===== config.mk =====
export PLATFORM = sky130hd
export DESIGN_NAME = flip_manager
export DESIGN_NICKNAME = d
export VERILOG_FILES = /design/src/common/ising_pkg.sv /design/src/flip_manager/flip_manager.sv
export SDC_FILE = /design/constraint.sdc
export NUM_CORES = 1
export LEC_CHECK = 0
export BUFFER_PORTS_ARGS = -buffer_cell sky130_fd_sc_hd__clkbuf_2
export CORE_ASPECT_RATIO = 0.8
export CORE_MARGIN = 2
export CORE_UTILIZATION = 59
export CTS_BUF_LIST = sky130_fd_sc_hd__clkbuf_2
export CTS_CLUSTER_SIZE = 25
export DETAILED_ROUTE_END_ITERATION = 16
export PLACE_DENSITY = 0.93
export SLEW_MARGIN = 0
export SYNTH_ARGS = -nofsm -noshare
export SYNTH_HDL_FRONTEND = slang
export SYNTH_SLANG_ARGS = --single-unit

===== constraint.sdc =====
create_clock -name clk_i -period 6.8 [get_ports clk_i]
set_clock_uncertainty 0.05 [all_clocks]
set_input_delay 1.36 -clock clk_i [delete_from_list [all_inputs] [get_ports clk_i]]
set_output_delay 1.36 -clock clk_i [all_outputs]
set_load 0.01 [all_outputs]

===== src/common/ising_pkg.sv =====
package ising_pkg;

    // array size
    localparam int NUM_SPIN = 16;
    localparam int SPIN_IDX_W = $clog2(NUM_SPIN);

    // signed coupling / bias entry width
    localparam int BITJ = 4;

    // unsigned h scaling width
    localparam int SCALING_BIT = 4;

    // J rows returned by one memory read
    localparam int PARALLELISM = 4;
    localparam int NUM_READS = NUM_SPIN / PARALLELISM;
    localparam int J_ADDR_W = $clog2(NUM_READS);

    localparam int ENERGY_W = 32;

    // accepted entries kept in the history
    localparam int SPIN_DEPTH = 2;

    // flip-icon address is one bit wider than the icon depth needs
    localparam int FLIP_ADDR_W = 5;

    // weight prefetch FIFO depth must stay a power of two
    localparam int FETCH_DEPTH = 2;
    localparam int FETCH_PTR_W = $clog2(FETCH_DEPTH);
    localparam int FETCH_CNT_W = $clog2(FETCH_DEPTH + 1);

    // 1 -> +1, 0 -> -1
    typedef logic [NUM_SPIN-1:0] spin_t;

    typedef logic signed [ENERGY_W-1:0] energy_t;

    // entry j of a row sits at bits j*BITJ
    typedef logic [NUM_SPIN-1:0][BITJ-1:0] j_row_t;

    // row k of read a is spin row a*PARALLELISM+k
    typedef j_row_t [PARALLELISM-1:0] j_beat_t;

    typedef logic [NUM_SPIN-1:0][BITJ-1:0] hbias_t;

    typedef struct packed {
        spin_t spin;
    } spin_req_t;

    typedef struct packed {
        energy_t energy;
        spin_t   spin;
    } energy_rsp_t;

    // entry 0 is the newest
    typedef energy_t [SPIN_DEPTH-1:0] energy_hist_t;
    typedef spin_t [SPIN_DEPTH-1:0] spin_hist_t;

endpackage

===== src/flip_manager/flip_manager.sv =====
module flip_manager import ising_pkg::*; (
    input  logic                   clk_i,
    input  logic                   rst_i,
    // initial spin
    input  logic                   config_valid_i,
    input  spin_t                  config_spin_i,
    // run control
    input  logic                   cmpt_en_i,
    input  logic                   en_comparison_i,
    output logic                   cmpt_idle_o,
    // flip-icon memory
    output logic                   flip_ren_o,
    output logic [FLIP_ADDR_W-1:0] flip_raddr_o,
    input  logic [FLIP_ADDR_W-1:0] icon_last_raddr_plus_one_i,
    input  spin_t                  flip_rdata_i,
    // candidate to the energy monitor
    output logic                   spin_valid_o,
    input  logic                   spin_ready_i,
    output spin_req_t              spin_o,
    // energy back from the monitor
    input  logic                   energy_valid_i,
    output logic                   energy_ready_o,
    input  energy_rsp_t            energy_i,
    // accepted history
    output logic                   energy_fifo_update_o,
    output logic                   spin_fifo_update_o,
    output energy_hist_t           energy_fifo_o,
    output spin_hist_t             spin_fifo_o
);
    typedef enum logic [2:0] {
        ST_IDLE,
        ST_START,
        ST_READ,
        ST_MASK,
        ST_ISSUE,
        ST_WAIT,
        ST_DECIDE
    } state_e;

    state_e                 state_q;
    logic                   cmpt_en_q;
    logic                   start;
    spin_t                  init_spin_q;
    spin_t                  cur_spin_q;
    logic [FLIP_ADDR_W-1:0] addr_q;
    logic                   first_q;
    logic                   update_q;
    energy_hist_t           hist_e_q;
    spin_hist_t             hist_s_q;

    spin_req_t              cand_q;
    energy_rsp_t            rsp_q;

    logic                   accept;
    logic                   last_entry;

    assign start = cmpt_en_i & ~cmpt_en_q;

    // first candidate of a run is taken without comparison
    assign accept = first_q | ~en_comparison_i |
                    ($signed(rsp_q.energy) < $signed(hist_e_q[0]));
    assign last_entry = addr_q == icon_last_raddr_plus_one_i;

    always_ff @(posedge clk_i) begin
        if (rst_i) begin
            state_q     <= ST_IDLE;
            cmpt_en_q   <= 1'b0;
            init_spin_q <= '0;
            cur_spin_q  <= '0;
            addr_q      <= '0;
            first_q     <= 1'b0;
            update_q    <= 1'b0;
            hist_e_q    <= '0;
            hist_s_q    <= '0;
        end else begin
            cmpt_en_q <= cmpt_en_i;
            update_q  <= 1'b0;
            if (config_valid_i) begin
                init_spin_q <= config_spin_i;
            end
            case (state_q)
                ST_IDLE: begin
                    if (start) begin
                        state_q <= ST_START;
                    end
                end
                ST_START: begin
                    addr_q  <= '0;
                    first_q <= 1'b1;
                    state_q <= ST_ISSUE;
                end
                ST_READ: begin
                    state_q <= ST_MASK;
                end
                ST_MASK: begin
                    addr_q  <= addr_q + 1'b1;
                    state_q <= ST_ISSUE;
                end
                ST_ISSUE: begin
                    if (spin_ready_i) begin
                        state_q <= ST_WAIT;
                    end
                end
                ST_WAIT: begin
                    if (energy_valid_i) begin
                        state_q <= ST_DECIDE;
                    end
                end
                ST_DECIDE: begin
                    if (accept) begin
                        for (int i = SPIN_DEPTH - 1; i > 0; i--) begin
                            hist_e_q[i] <= hist_e_q[i-1];
                            hist_s_q[i] <= hist_s_q[i-1];
                        end
                        hist_e_q[0] <= rsp_q.energy;
                        hist_s_q[0] <= rsp_q.spin;
                        cur_spin_q  <= rsp_q.spin;
                        update_q    <= 1'b1;
                    end
                    first_q <= 1'b0;
                    state_q <= last_entry ? ST_IDLE : ST_READ;
                end
                default: begin
                    state_q <= ST_IDLE;
                end
            endcase
        end
    end

    // candidate and returned energy
    always_ff @(posedge clk_i) begin
        if (state_q == ST_START) begin
            cand_q.spin <= init_spin_q;
        end else if (state_q == ST_MASK) begin
            cand_q.spin <= cur_spin_q ^ flip_rdata_i;
        end
        if (state_q == ST_WAIT && energy_valid_i) begin
            rsp_q <= energy_i;
        end
    end

    assign cmpt_idle_o          = state_q == ST_IDLE;
    assign flip_ren_o           = state_q == ST_READ;
    assign flip_raddr_o         = addr_q;
    assign spin_valid_o         = state_q == ST_ISSUE;
    assign spin_o               = cand_q;
    assign energy_ready_o       = state_q == ST_WAIT;
    assign energy_fifo_update_o = update_q;
    assign spin_fifo_update_o   = update_q;
    assign energy_fifo_o        = hist_e_q;
    assign spin_fifo_o          = hist_s_q;

endmodule


==> insert_results.sql <==
INSERT INTO impl_metrics (metric_group, metric, value, unit) VALUES
('run_status', 'outcome', 'finished, final reports clean', ''),
('detailed_routing', 'drt_drc_violations_left', '0', ''),
('cts', 'clock_tree_from_tritoncts', 'yes', ''),
('detailed_routing', 'route.detailed.vias_per_inst', '5.21', ''),
('timing', 'slew-limit-headroom', '18.3', '%'),
('global_routing', 'wire_length_of_the_first_global_routing_pass', '27200', 'µm'),
('cts', 'ctsResizeCount', '0', ''),
('setup_path', 'launch_point_of_the_worst_reg_to_reg_path', 'energy_fifo_o[2]$_SDFFE_PP0P_', ''),
('detailed_routing', 'detail-route-antenna-nets', '0', ''),
('min_path', 'worst_min_path_class', 'flip-flop to flip-flop', ''),
('synth', 'synthArstFlopShare', '0', '%'),
('cts', 'post_cts_hold_buffer_count', '0', ''),
('placed_design', 'port_buffers', '214', ''),
('cells_and_area', 'layout.nets', '1034', ''),
('synth', 'syn_avg_cell_area', '11.3', 'µm²'),
('cts', 'htree_levels', '4', ''),
('setup_path', 'critical_path.endpoint_type', 'flip-flop', ''),
('synth', 'mappedNetlistArea', '8080', 'µm²'),
('pwr', 'total_leakage_power', '3.89', 'nW'),
('cts', 'worst_setup_hold_path_clk_slew', '250', 'ps'),
('synth', 'synth_cells', '712', ''),
('cts', 'cts.repair_timing.setup_buffer_count', '0', ''),
('setup_path', 'criticalPathCategory', 'flip-flop to flip-flop', ''),
('global_routing', 'largest_net_degree_at_the_start_of_global_routing', '107', ''),
('cells_and_area', 'layout.cells.most_common_list', 'sky130_fd_sc_hd__clkbuf_2, sky130_fd_sc_hd__nand2b_1, sky130_fd_sc_hd__dfxtp_1', ''),
('synth', 'postSynthNetCount', '836', ''),
('setup_path', 'timing.critical_path.cells', 'inv_1 -> ha_1 -> a211o_1 -> a31oi_1 -> o221ai_1 -> a2111o_1 -> a311oi_4 -> buf_4 -> mux2i_1', ''),
('synth', 'synth-edff-count', '64', ''),
('timing', 'timing.final.max_slew_violations', '0', ''),
('global_routing', 'leftover_overflow_at_the_end_of_global_routing', '0', ''),
('cts', 'clock_latency', '700', 'ps'),
('setup_path', 'path_delay_family', 'compound AO/OA/AOI/OAI gates', ''),
('floorplan', 'fp-row-count', '38', ''),
('placed_design', 'gp_congestion', '0.801', ''),
('pwr', 'p_per_area', '205', 'nW/µm²'),
('cells_and_area', 'layout.cells.most_common', 'sky130_fd_sc_hd__clkbuf_2', ''),
('timing', 'setup-tns-final', '0', 'ps'),
('cts', 'clock-sinks', '187', ''),
('setup_path', 'arrival', '3820', 'ps'),
('setup_path', 'cells_on_worst_reg2reg_path', '9', ''),
('job', 'drv.max_cap_violation_count', '0', ''),
('pwr', 'seq_power_share', '62.0', '%'),
('cts', 'ctsRootBufferMaster', 'sky130_fd_sc_hd__clkbuf_2', ''),
('global_routing', 'grt_use_total', '23.7', '%'),
('setup_path', 'timing.critical_path.fanout_max', '46', ''),
('cells_and_area', 'layout-area-overhead-vs-synth', '17.2', '%'),
('cells_and_area', 'final_layout_size_suffix_gt1_share', '27.5', '%'),
('timing', 'min_period_over_period', '47.8', '%'),
('timing', 'worstMarginPinSlew', '1220', 'ps'),
('setup_path', 'crit_buf_inv', '2', ''),
('detailed_routing', 'detailedRoute.firstPassIterationCount', '5', ''),
('min_path', 'worstHoldPathCells', '2', ''),
('setup_path', 'critPathRequiredTime', '7370', 'ps'),
('floorplan', 'design.portCount', '215', ''),
('synth', 'sequential_to_total_area_share_from_yosys_stat', '54.3', '%'),
('detailed_routing', 'detailedRoute.firstIterationViolations', '359', ''),
('placed_design', 'dpl.cell_count', '1071', ''),
('floorplan', 'core_area', '13500', 'µm²'),
('min_path', 'min_delay_worst_endpoint', 'spin_fifo_o[30]$_SDFFE_PP0P_', ''),
('timing', 'grt_setup_unrepaired', 'no', ''),
('synth', 'synth_warnings', '0', ''),
('pwr', 'vdd_drop_max', '0.000188', 'V'),
('pwr', 'share_clk_of_total_power', '30.4', '%'),
('floorplan', 'die_width', '135', 'µm'),
('timing', 'fmaxAchievable', '308', 'MHz'),
('pwr', 'internal_pwr_total', '1.44', 'mW'),
('pwr', 'share_comb_of_total_power', '7.5', '%'),
('setup_path', 'timing.reg2reg.setup_slack', '3550', 'ps'),
('global_routing', 'first_global_vias', '5663', ''),
('timing', 'setup_viol_count_final', '0', ''),
('pwr', 'switching_share', '25.7', '%');
[how the worst max path moves through the flow]
| stage | start | to | slack (ps) | cells after the start |
|---|---|---|---|---|
| 6_report | energy_fifo_o[2]$_SDFFE_PP0P_ | energy_fifo_o[3]$_SDFFE_PP0P_ | 3550 | 9 |
| 5_1_grt | energy_fifo_o[2]$_SDFFE_PP0P_ | energy_fifo_o[3]$_SDFFE_PP0P_ | 3350 | 9 |
| 4_1_cts | energy_fifo_o[2]$_SDFFE_PP0P_ | energy_fifo_o[3]$_SDFFE_PP0P_ | 3540 | 9 |
| 3_5_place_dp | en_comparison_i | energy_fifo_o[33]$_SDFFE_PP0P_ | 3370 | 5 |
| 3_3_place_gp | en_comparison_i | energy_fifo_o[35]$_SDFFE_PP0P_ | 3510 | 5 |
| 2_1_floorplan | energy_valid_i | rsp_q[0]$_DFFE_PP_ | 3770 | 1 |
[registers in the layout (all words and copies together), names as in the netlist]
signal / count
rsp_q: 48
init_spin_q: 16
energy_fifo_update_o: 1
energy_fifo_o: 64
spin_o: 16
flip_raddr_o: 5
cmpt_en_q: 1
first_q: 1
spin_fifo_o: 32
state_q: 3
[power by group through the flow]
| stage | Clock, mW | Sequential [mW] | Combinational, mW |
|---|---|---|---|
| detailed placement | 0 | 1.23 | 0.147 |
| global placement | 0 | 1.23 | 0.142 |
| finish | 0.591 | 1.21 | 0.146 |
| CTS | 0.606 | 1.21 | 0.147 |
| global route | 0.649 | 1.21 | 0.163 |
| floorplan | 0 | 1.23 | 0.0856 |
[logic make-up (layout without fill, tap and decap cells)]
group / count (synthesis) / after routing / share of synthesized area [%]
simple gates: 234 / 234 / 16.2
flops: 187 / 187 / 54.3
other cells: 0 / 1 / 0
fa+ha+maj: 32 / 32 / 4.96
compound gates: 53 / 53 / 3.97
mux: 112 / 112 / 13.9
xor+xnor: 21 / 21 / 2.28
buf+inv: 73 / 284 / 4.43
[cells in the mapped netlist (5+ instances only)]
| cell type | n |
|---|---|
| sky130_fd_sc_hd__nand2_1 | 27 |
| sky130_fd_sc_hd__nor3_1 | 5 |
| sky130_fd_sc_hd__nor2_1 | 32 |
| sky130_fd_sc_hd__nand3_1 | 7 |
| sky130_fd_sc_hd__nand2b_1 | 148 |
| sky130_fd_sc_hd__edfxtp_1 | 64 |
| sky130_fd_sc_hd__a211oi_1 | 6 |
| sky130_fd_sc_hd__a21oi_1 | 15 |
| sky130_fd_sc_hd__ha_1 | 32 |
| sky130_fd_sc_hd__dfxtp_1 | 123 |
| sky130_fd_sc_hd__clkbuf_1 | 25 |
| sky130_fd_sc_hd__mux2i_1 | 112 |
| sky130_fd_sc_hd__buf_6 | 10 |
| sky130_fd_sc_hd__o21ai_0 | 20 |
| sky130_fd_sc_hd__xnor2_1 | 17 |
| sky130_fd_sc_hd__nand4_1 | 5 |
| sky130_fd_sc_hd__inv_1 | 34 |
[metal layers]
metal | global-route usage (%) | vias up | wire (µm)
li1 | - | 2815 | -
met1 | 29.7 | 2730 | 7440
met2 | 40.3 | 174 | 8210
met3 | 5.07 | 31 | 887
met4 | 9.40 | 0 | 385
met5 | 0 | - | 0
[cell type report]
cell class	count	area (µm²)
diodes	1	2.50
clock buffers	17	85.1
clock inverters	15	179
fillers	1008	3990
inverters	34	128
multi-input cells	452	3360
flip-flops and latches	187	4380
well taps	180	225
repair buffers	218	1100
[tightest hold or removal path, cell delays in order (launching register included)]
cell and delay (ps):
sky130_fd_sc_hd__dfxtp_1 360, sky130_fd_sc_hd__nand2b_1 60, sky130_fd_sc_hd__mux2i_1 60
[through the flow]
stage / area [µm²] / hold WS [ps] / total power, mW / utilization (%)
floorplan: 8080 / 410 / 1.31 / -
global placement: 9200 / 408 / 1.37 / 68.3
detailed placement: 9200 / 413 / 1.37 / 68.3
CTS: 9460 / 446 / 1.96 / 70.3
global route: 9460 / 463 / 2.02 / 70.3
finish: 9460 / 441 / 1.94 / 70.3
No activity file was read; power rests on OpenSTA's default activity.
