**src/common/ising_pkg.sv**
```systemverilog
package ising_pkg;

    // array size
    localparam int NUM_SPIN = 16;
    localparam int SPIN_IDX_W = $clog2(NUM_SPIN);

    // signed coupling / bias entry width
    localparam int BITJ = 4;

    // unsigned h scaling width
    localparam int SCALING_BIT = 4;

    // J rows returned by one memory read
    localparam int PARALLELISM = 4;
    localparam int NUM_READS = NUM_SPIN / PARALLELISM;
    localparam int J_ADDR_W = $clog2(NUM_READS);

    localparam int ENERGY_W = 32;

    // accepted entries kept in the history
    localparam int SPIN_DEPTH = 2;

    // flip-icon address is one bit wider than the icon depth needs
    localparam int FLIP_ADDR_W = 5;

    // weight prefetch FIFO depth must stay a power of two
    localparam int FETCH_DEPTH = 2;
    localparam int FETCH_PTR_W = $clog2(FETCH_DEPTH);
    localparam int FETCH_CNT_W = $clog2(FETCH_DEPTH + 1);

    // 1 -> +1, 0 -> -1
    typedef logic [NUM_SPIN-1:0] spin_t;

    typedef logic signed [ENERGY_W-1:0] energy_t;

    // entry j of a row sits at bits j*BITJ
    typedef logic [NUM_SPIN-1:0][BITJ-1:0] j_row_t;

    // row k of read a is spin row a*PARALLELISM+k
    typedef j_row_t [PARALLELISM-1:0] j_beat_t;

    typedef logic [NUM_SPIN-1:0][BITJ-1:0] hbias_t;

    typedef struct packed {
        spin_t spin;
    } spin_req_t;

    typedef struct packed {
        energy_t energy;
        spin_t   spin;
    } energy_rsp_t;

    // entry 0 is the newest
    typedef energy_t [SPIN_DEPTH-1:0] energy_hist_t;
    typedef spin_t [SPIN_DEPTH-1:0] spin_hist_t;

endpackage
```
**src/energy_monitor/weight_fetch.sv**
```systemverilog
module weight_fetch import ising_pkg::*; (
    input  logic                clk_i,
    input  logic                rst_i,
    // J memory read port
    output logic                mem_ren_o,
    output logic [J_ADDR_W-1:0] mem_raddr_o,
    input  j_beat_t             mem_rdata_i,
    // beat stream
    output logic                beat_valid_o,
    input  logic                beat_ready_i,
    output j_beat_t             beat_o
);
    logic [J_ADDR_W-1:0]    raddr_q;
    logic                   ren_q;
    logic                   ren_d;
    logic                   rvalid_q;

    // slots claimed by issued reads and released by pops
    logic [FETCH_CNT_W-1:0] claim_q;
    logic [FETCH_CNT_W-1:0] claim_after_pop;
    logic [FETCH_CNT_W-1:0] used_q;

    logic [FETCH_PTR_W-1:0] wr_ptr_q;
    logic [FETCH_PTR_W-1:0] rd_ptr_q;
    j_beat_t                fifo_q [FETCH_DEPTH];
    logic                   pop;

    assign pop             = beat_valid_o & beat_ready_i;
    assign claim_after_pop = claim_q - FETCH_CNT_W'(pop);
    assign ren_d           = claim_after_pop < FETCH_CNT_W'(FETCH_DEPTH);

    always_ff @(posedge clk_i) begin
        if (rst_i) begin
            ren_q    <= 1'b0;
            rvalid_q <= 1'b0;
            raddr_q  <= '0;
            claim_q  <= '0;
            used_q   <= '0;
            wr_ptr_q <= '0;
            rd_ptr_q <= '0;
        end else begin
            ren_q    <= ren_d;
            // data comes back one cycle after the strobe
            rvalid_q <= ren_q;
            claim_q  <= claim_after_pop + FETCH_CNT_W'(ren_d);
            used_q   <= used_q + FETCH_CNT_W'(rvalid_q) - FETCH_CNT_W'(pop);
            if (ren_q) begin
                if (raddr_q == J_ADDR_W'(NUM_READS - 1)) begin
                    raddr_q <= '0;
                end else begin
                    raddr_q <= raddr_q + 1'b1;
                end
            end
            if (rvalid_q) begin
                wr_ptr_q <= wr_ptr_q + 1'b1;
            end
            if (pop) begin
                rd_ptr_q <= rd_ptr_q + 1'b1;
            end
        end
    end

    always_ff @(posedge clk_i) begin
        if (rvalid_q) begin
            fifo_q[wr_ptr_q] <= mem_rdata_i;
        end
    end

    assign mem_ren_o    = ren_q;
    assign mem_raddr_o  = raddr_q;
    assign beat_valid_o = used_q != '0;
    assign beat_o       = fifo_q[rd_ptr_q];

endmodule

```
**config.mk**
```make
export PLATFORM = sky130hd
export DESIGN_NAME = weight_fetch
export DESIGN_NICKNAME = d
export VERILOG_FILES = /design/src/common/ising_pkg.sv /design/src/energy_monitor/weight_fetch.sv
export SDC_FILE = /design/constraint.sdc
export NUM_CORES = 1
export LEC_CHECK = 0
export ABC_AREA = 1
export BUFFER_PORTS_ARGS = -buffer_cell sky130_fd_sc_hd__buf_2
export CAP_MARGIN = 5
export CORE_MARGIN = 5
export CORE_UTILIZATION = 33
export CTS_CLUSTER_SIZE = 24
export DETAILED_ROUTE_END_ITERATION = 8
export SYNTH_ARGS = -nofsm -noshare
export SYNTH_HDL_FRONTEND = slang
export SYNTH_SLANG_ARGS = --single-unit
```
**constraint.sdc**
```tcl
create_clock -name clk_i -period 12.1 [get_ports clk_i]
set_clock_uncertainty 0.1 [all_clocks]
set_input_delay 2.42 -clock clk_i [delete_from_list [all_inputs] [get_ports clk_i]]
set_output_delay 2.42 -clock clk_i [all_outputs]
set_load 0.005 [all_outputs]
```
==> results of run 1 <==
[flip-flops by register name, indices dropped and copies added (netlist names), named ones only]
register     flops
claim_q          2
fifo_q         512
mem_raddr_o      2
mem_ren_o        1
rd_ptr_q         1
rvalid_q         1
used_q           2
wr_ptr_q         1
[metrics by stage]
step | power (W) | hold slack, ns
2_1_floorplan | 0.00286 | 0.360
3_3_place_gp | 0.00316 | 0.371
3_5_place_dp | 0.00317 | 0.381
4_1_cts | 0.00489 | 0.388
5_1_grt | 0.00503 | 0.418
6_report | 0.00481 | 0.386
[logic make-up (layout without fill, tap and decap cells)]
logic type / count (synthesis) / after routing / synth area share
simple gates: 29 / 29 / 0.00605
flops: 523 / 523 / 0.820
mux: 256 / 256 / 0.151
buf+inv: 41 / 639 / 0.0186
other cells: 0 / 9 / 0
compound gates: 4 / 4 / 0.00105
fa+ha+maj: 5 / 5 / 0.00329
[cell type report]
type | count | area share
antenna | 9 | 0.000929
clock buffer | 67 | 0.0604
clock inverter | 34 | 0.0159
inverter | 12 | 0.00217
multi-input combinational | 294 | 0.127
sequential | 523 | 0.644
tap | 765 | 0.0395
timing repair buffer | 526 | 0.110
[cells in the final DEF (no fill, tap or decap), types with 10 or more instances in the layout]
cell type / count
mux2_2: 256
nand2_1: 10
clkbuf_16: 57
clkinv_1: 16
buf_2: 518
edfxtp_1: 512
nor2_1: 14
clkbuf_1: 10
inv_1: 11
dfxtp_1: 10
[final timing paths]
| path | slack [ns] | startpoint | end |
|---|---|---|---|
| setup / recovery | 6.42 | flop | beat_o[90] |
| hold / removal | 0.39 | claim_q[1]$_SDFF_PP0_ | mem_ren_o$_SDFF_PP0_ |
| setup reg to reg | 9.39 | rvalid_q$_SDFF_PP0_ | fifo_q[0][164]$_DFFE_PP_ |
| hold reg to reg | 0.39 | claim_q[1]$_SDFF_PP0_ | mem_ren_o$_SDFF_PP0_ |
[power by group through the flow]
stage               clock (W)  combinational [W]  sequential [W]
floorplan                   0           0.000537         0.00232
global placement            0           0.000872         0.00229
detailed placement          0           0.000876         0.00229
CTS                   0.00176           0.000882         0.00226
global route          0.00183           0.000936         0.00227
finish                0.00170           0.000857         0.00225
[routing by layer]
layer | wire (µm) | vias to the layer above
met5 | 28 | -
met4 | 980 | 4
met3 | 3700 | 63
met2 | 21600 | 363
met1 | 15800 | 4830
li1 | - | 4519
[worst max-delay path, stage by stage, from the launching register on]
cell and delay [ns]:
dfxtp_4 0.96, buf_4 0.95, mux2_2 0.45, buf_2 0.14
==> impl_metrics.py, run 1 <==
metrics = {
    "detailed_routing": {
        "vias": 9779,
        "avgRoutedWirePerCell_um": 18.9,
        "viasPerCell": 4.39,
        "drc": 0,
        "firstDrtPassIters": 4,
        "ant_nets": 0,
        "drt-total-wl_um": 42100,
        "drtIter0Drc": 448,
    },
    "clock_network": {
        "root_buffer": "clkbuf_16",
        "cts.sinks": 523,
        "cts_hold_buf": 0,
        "cts_buffer_depth": 3,
        "htreeDepth": 2,
        "clkTransAtPathRegs_ns": 0.06,
        "insertion_delay_ns": 0.57,
        "cts_setup_buffers": 0,
        "cts.repair.resized": 0,
        "cts_tree": "done",
        "numCtsBuffers": 54,
    },
    "synth": {
        "synth_common_cells": "512 x edfxtp_1, 256 x mux2_2, 26 x buf_6",
        "synth_top_area_frac": 0.808,
        "synthMostInstantiatedCell": "edfxtp_1",
        "synth_edf_count": 512,
        "syn_inst": 858,
        "avgSynthCellArea_um2": 22.2,
        "yosysSeqAreaShare": 0.820,
        "syn_area_um2": 19000,
        "synth_fp_nets": 1122,
        "yosysTopAreaCell": "edfxtp_1",
        "async_flop_share": 0,
        "synth_flop_cell": "edfxtp_1",
        "ys_top_cells_by_area": "edfxtp_1 81%, mux2_2 15%, buf_6 1.5%",
        "synth.distinct_cells": 16,
        "synth_seq_cells": 523,
        "yosysWarnings": 0,
    },
    "pwr": {
        "switching_share": 0.238,
        "power_switching_w": 0.00114,
        "leakagePower_nw": 8.83,
        "seq_power_share": 0.468,
        "power.density_nw_per_um2": 198,
        "p_comb_frac": 0.178,
        "p_int_w": 0.00366,
        "power.share.clock": 0.354,
        "peakVddDrop_v": 0.000112,
    },
    "timing": {
        "fin_crit_sh": 0.470,
        "rsz0062_at_grt": "false",
        "fin_ws_ns": 6.42,
        "fmax_mhz": 176,
        "setup_viol": 0,
        "hold_viol_final": 0,
        "timing.final.max_slew_violations": 0,
        "worstMarginPinSlew_ns": 1.08,
        "max_slew_margin": 0.277,
        "finalSetupTns_ns": 0,
        "fin_crit_ns": 5.68,
    },
    "global_routing": {
        "grt_pass1_wl_um": 61700,
        "use_met3": 0.0492,
        "use_met2": 0.220,
        "grt_max_degree": 130,
        "grt_pass1_vias": 10442,
        "grt_util_met1": 0.142,
        "grt.busiest_layer": "met2",
        "grt_usage": 0.126,
        "antenna_found_initial": 11,
        "grt_overflow": 0,
    },
    "placement": {
        "post-place-ws_ns": 6.94,
        "io_buffers": 518,
        "dp_cells": 2120,
        "dpl_cell_area_um2": 22400,
        "routabilityCongestion": 0.808,
        "dp_hpwl_um": 28700,
    },
    "setup_path": {
        "end_kind": "output pin",
        "cp_max_fo": 79,
        "critPathKind": "reg2out",
        "arrival_ns": 3.16,
        "required_ns": 9.58,
        "worstSetupStartpointType": "flop",
        "rr_worst_depth": 4,
    },
    "floorplan": {
        "num_rows": 88,
        "die-height_um": 250,
        "die_width_um": 250,
        "start_util": 0.332,
        "die-area_um2": 62600,
        "core_area_um2": 57400,
        "io_pins": 519,
    },
    "cells_and_area": {
        "areaGrowthSynthToFinish_pct": 27.3,
        "final_area_um2": 24200,
        "regArea_um2": 15600,
        "fillers": 5194,
        "postLayoutCoreUtil": 0.422,
        "stdcell_count": 2230,
        "multi_input_area_um2": 3090,
        "nNetsFinal": 1675,
        "drive_above_1_share": 0.591,
    },
    "run": {
        "drv_cap": 0,
    },
    "status": {
        "run_status": "finished clean",
    },
    "min_path": {
        "hold_class": "reg2reg",
        "holdPathStages": 2,
    },
}
Power figures use the tool's default switching activity.
==> run 2, diff against run 1 <==
- ABC_AREA: 1 -> 0
- clock period: 12.1 -> 5.9 ns (I/O delays scaled with it)
==> impl_metrics.py, run 2 <==
metrics = {
    "synth": {
        "synth_common_cells": "512 x edfxtp_1, 258 x mux2_2, 26 x buf_6",
        "yosysSeqAreaShare": 0.820,
        "synth_flop_cell": "edfxtp_1",
        "yosysWarnings": 0,
        "synth_mux_area_frac": 0.153,
        "syn_inst": 839,
        "syn_area_um2": 19000,
        "async_flop_share": 0,
        "synth_fp_nets": 1103,
        "ys_top_cells_by_area": "edfxtp_1 81%, mux2_2 15%, buf_6 1.5%",
        "synth_top_area_frac": 0.808,
        "synth.distinct_cells": 19,
        "synth_seq_cells": 523,
        "synthMostInstantiatedCell": "edfxtp_1",
        "synthAdderAreaFrac": 0.00329,
        "avgSynthCellArea_um2": 22.7,
        "synthSimpleGateAreaFrac": 0.00427,
        "synth_compound_area_frac": 0.000658,
        "synth_edf_count": 512,
        "yosysTopAreaCell": "edfxtp_1",
        "synth_top_family_by_area": "multiplexers",
        "synth_xor_area_frac": 0.00210,
    },
    "cells_and_area": {
        "drive_above_1_share": 0.599,
        "regMostFlops": "fifo_q",
        "final_cell_mix": "518 x buf_2, 512 x edfxtp_1, 258 x mux2_2",
        "mostFrequentLayoutCell": "buf_2",
        "areaGrowthSynthToFinish_pct": 26.5,
        "nNetsFinal": 1657,
        "fillers": 5165,
        "largest_register_ff_count": 512,
        "stdcell_count": 2204,
    },
    "setup_path": {
        "cp_max_fo": 77,
        "crit_slowest_cell": "dfxtp_4",
        "required_ns": 4.62,
        "worstSetupStartpointType": "flop",
        "end_kind": "output pin",
        "critPathKind": "reg2out",
        "arrival_ns": 2.58,
        "cp_cell_sequence": "buf_12 > mux2_2 > buf_2",
        "slowest_delay_ns": 0.90,
    },
    "global_routing": {
        "antenna_found_initial": 12,
        "grt_pass1_vias": 10525,
        "grt_pass1_wl_um": 61800,
        "grt_max_degree": 130,
        "grt_overflow": 0,
        "grt_usage": 0.126,
    },
    "placement": {
        "dp_hpwl_um": 28800,
        "routabilityCongestion": 0.802,
        "io_buffers": 518,
        "post-place-ws_ns": 2.60,
        "dp_cells": 2103,
    },
    "floorplan": {
        "die_width_um": 250,
        "num_rows": 88,
        "start_util": 0.332,
        "core_area_um2": 57400,
        "io_pins": 519,
        "die-area_um2": 62600,
        "die-height_um": 250,
    },
    "timing": {
        "timing.final.max_slew_violations": 0,
        "fin_crit_ns": 3.86,
        "fmax_mhz": 259,
        "hold_viol_final": 0,
        "fin_crit_sh": 0.654,
        "rsz0062_at_grt": "false",
        "fin_ws_ns": 2.04,
        "setup_viol": 0,
        "max_slew_margin": 0.341,
        "whs_ns": 0.421,
        "worstMarginPinSlew_ns": 0.989,
        "finalSetupTns_ns": 0,
    },
    "pwr": {
        "peakVddDrop_v": 0.000272,
        "leakagePower_nw": 8.72,
        "power.density_nw_per_um2": 411,
    },
    "detailed_routing": {
        "drtIter0Drc": 502,
        "drc": 0,
        "firstDrtPassIters": 4,
        "drt-total-wl_um": 41800,
        "avgRoutedWirePerCell_um": 19.0,
        "vias": 9733,
        "viasPerCell": 4.42,
        "ant_nets": 0,
    },
    "clock_network": {
        "htreeDepth": 2,
        "cts.sinks": 523,
        "numCtsBuffers": 53,
        "clkTransAtPathRegs_ns": 0.06,
        "cts.repair.resized": 0,
        "cts_hold_buf": 0,
        "cts_setup_buffers": 0,
        "cts_tree": "done",
        "root_buffer": "clkbuf_16",
        "insertion_delay_ns": 0.57,
        "cts_buffer_depth": 3,
    },
    "status": {
        "run_status": "finished clean",
    },
    "min_path": {
        "hold_class": "reg2reg",
    },
    "run": {
        "drv_cap": 0,
    },
}
## run 2: worst paths after layout
check | start | to | slack, ns | cells past startpoint
setup / recovery | flop | beat_o[235] | 2.04 | 3
hold / removal | mem_raddr_o[0]$_SDFFE_PP0P_ | mem_raddr_o[0]$_SDFFE_PP0P_ | 0.42 | 2
setup reg to reg | rvalid_q$_SDFF_PP0_ | fifo_q[1][6]$_DFFE_PP_ | 3.41 | 2
hold reg to reg | mem_raddr_o[0]$_SDFFE_PP0P_ | mem_raddr_o[0]$_SDFFE_PP0P_ | 0.42 | 2
## run 2: cells by family after synthesis
kind of cell,Yosys count
muxes,259
xor gates and xnor gates,3
DFF,523
and+or+nand+nor,15
AOI/OAI and AO/OA,2
buffers and inverters,32
adders and majority gates,5
## run 2: layout make-up
class                      instances  area (µm²)  area share
timing repair buffer             528        2740       0.114
clock inverter                    28         208     0.00863
antenna                            4        10.0    0.000416
inverter                           3        11.3    0.000468
sequential                       523       15600       0.648
multi-input combinational        284        3120       0.130
tap                              765         957      0.0398
clock buffer                      69        1430      0.0593
## run 2: metrics by stage
| step | total power (W) | instance area (µm²) | util |
|---|---|---|---|
| detailed placement | 0.00688 | 22400 | 0.391 |
| CTS | 0.0101 | 24100 | 0.420 |
| finish | 0.00990 | 24100 | 0.420 |
| floorplan | 0.00602 | 19000 | - |
| global placement | 0.00685 | 22400 | 0.391 |
| global route | 0.0104 | 24100 | 0.420 |
## run 2: layer usage
metal	routed length [µm]	vias to the layer above	global-route usage
met2	21500	351	0.221
met3	3430	84	0.0476
met1	15700	4827	0.144
met5	91	-	0
li1	-	4459	-
met4	1100	12	0.0398
## run 2: worst max-delay path: cells and delay by family (launching register included)
| family | cells | cell delay [ns] |
|---|---|---|
| flip-flops | 1 | 0.90 |
| buffers and inverters | 2 | 0.53 |
| multiplexers | 1 | 0.42 |
## run 2: report_power, final
part	leakage, nW	internal (W)	switching, W
clock network	0.789	0.00183	0.00132
registers	4.76	0.00453	0.000144
logic	3.17	0.00108	0.00101
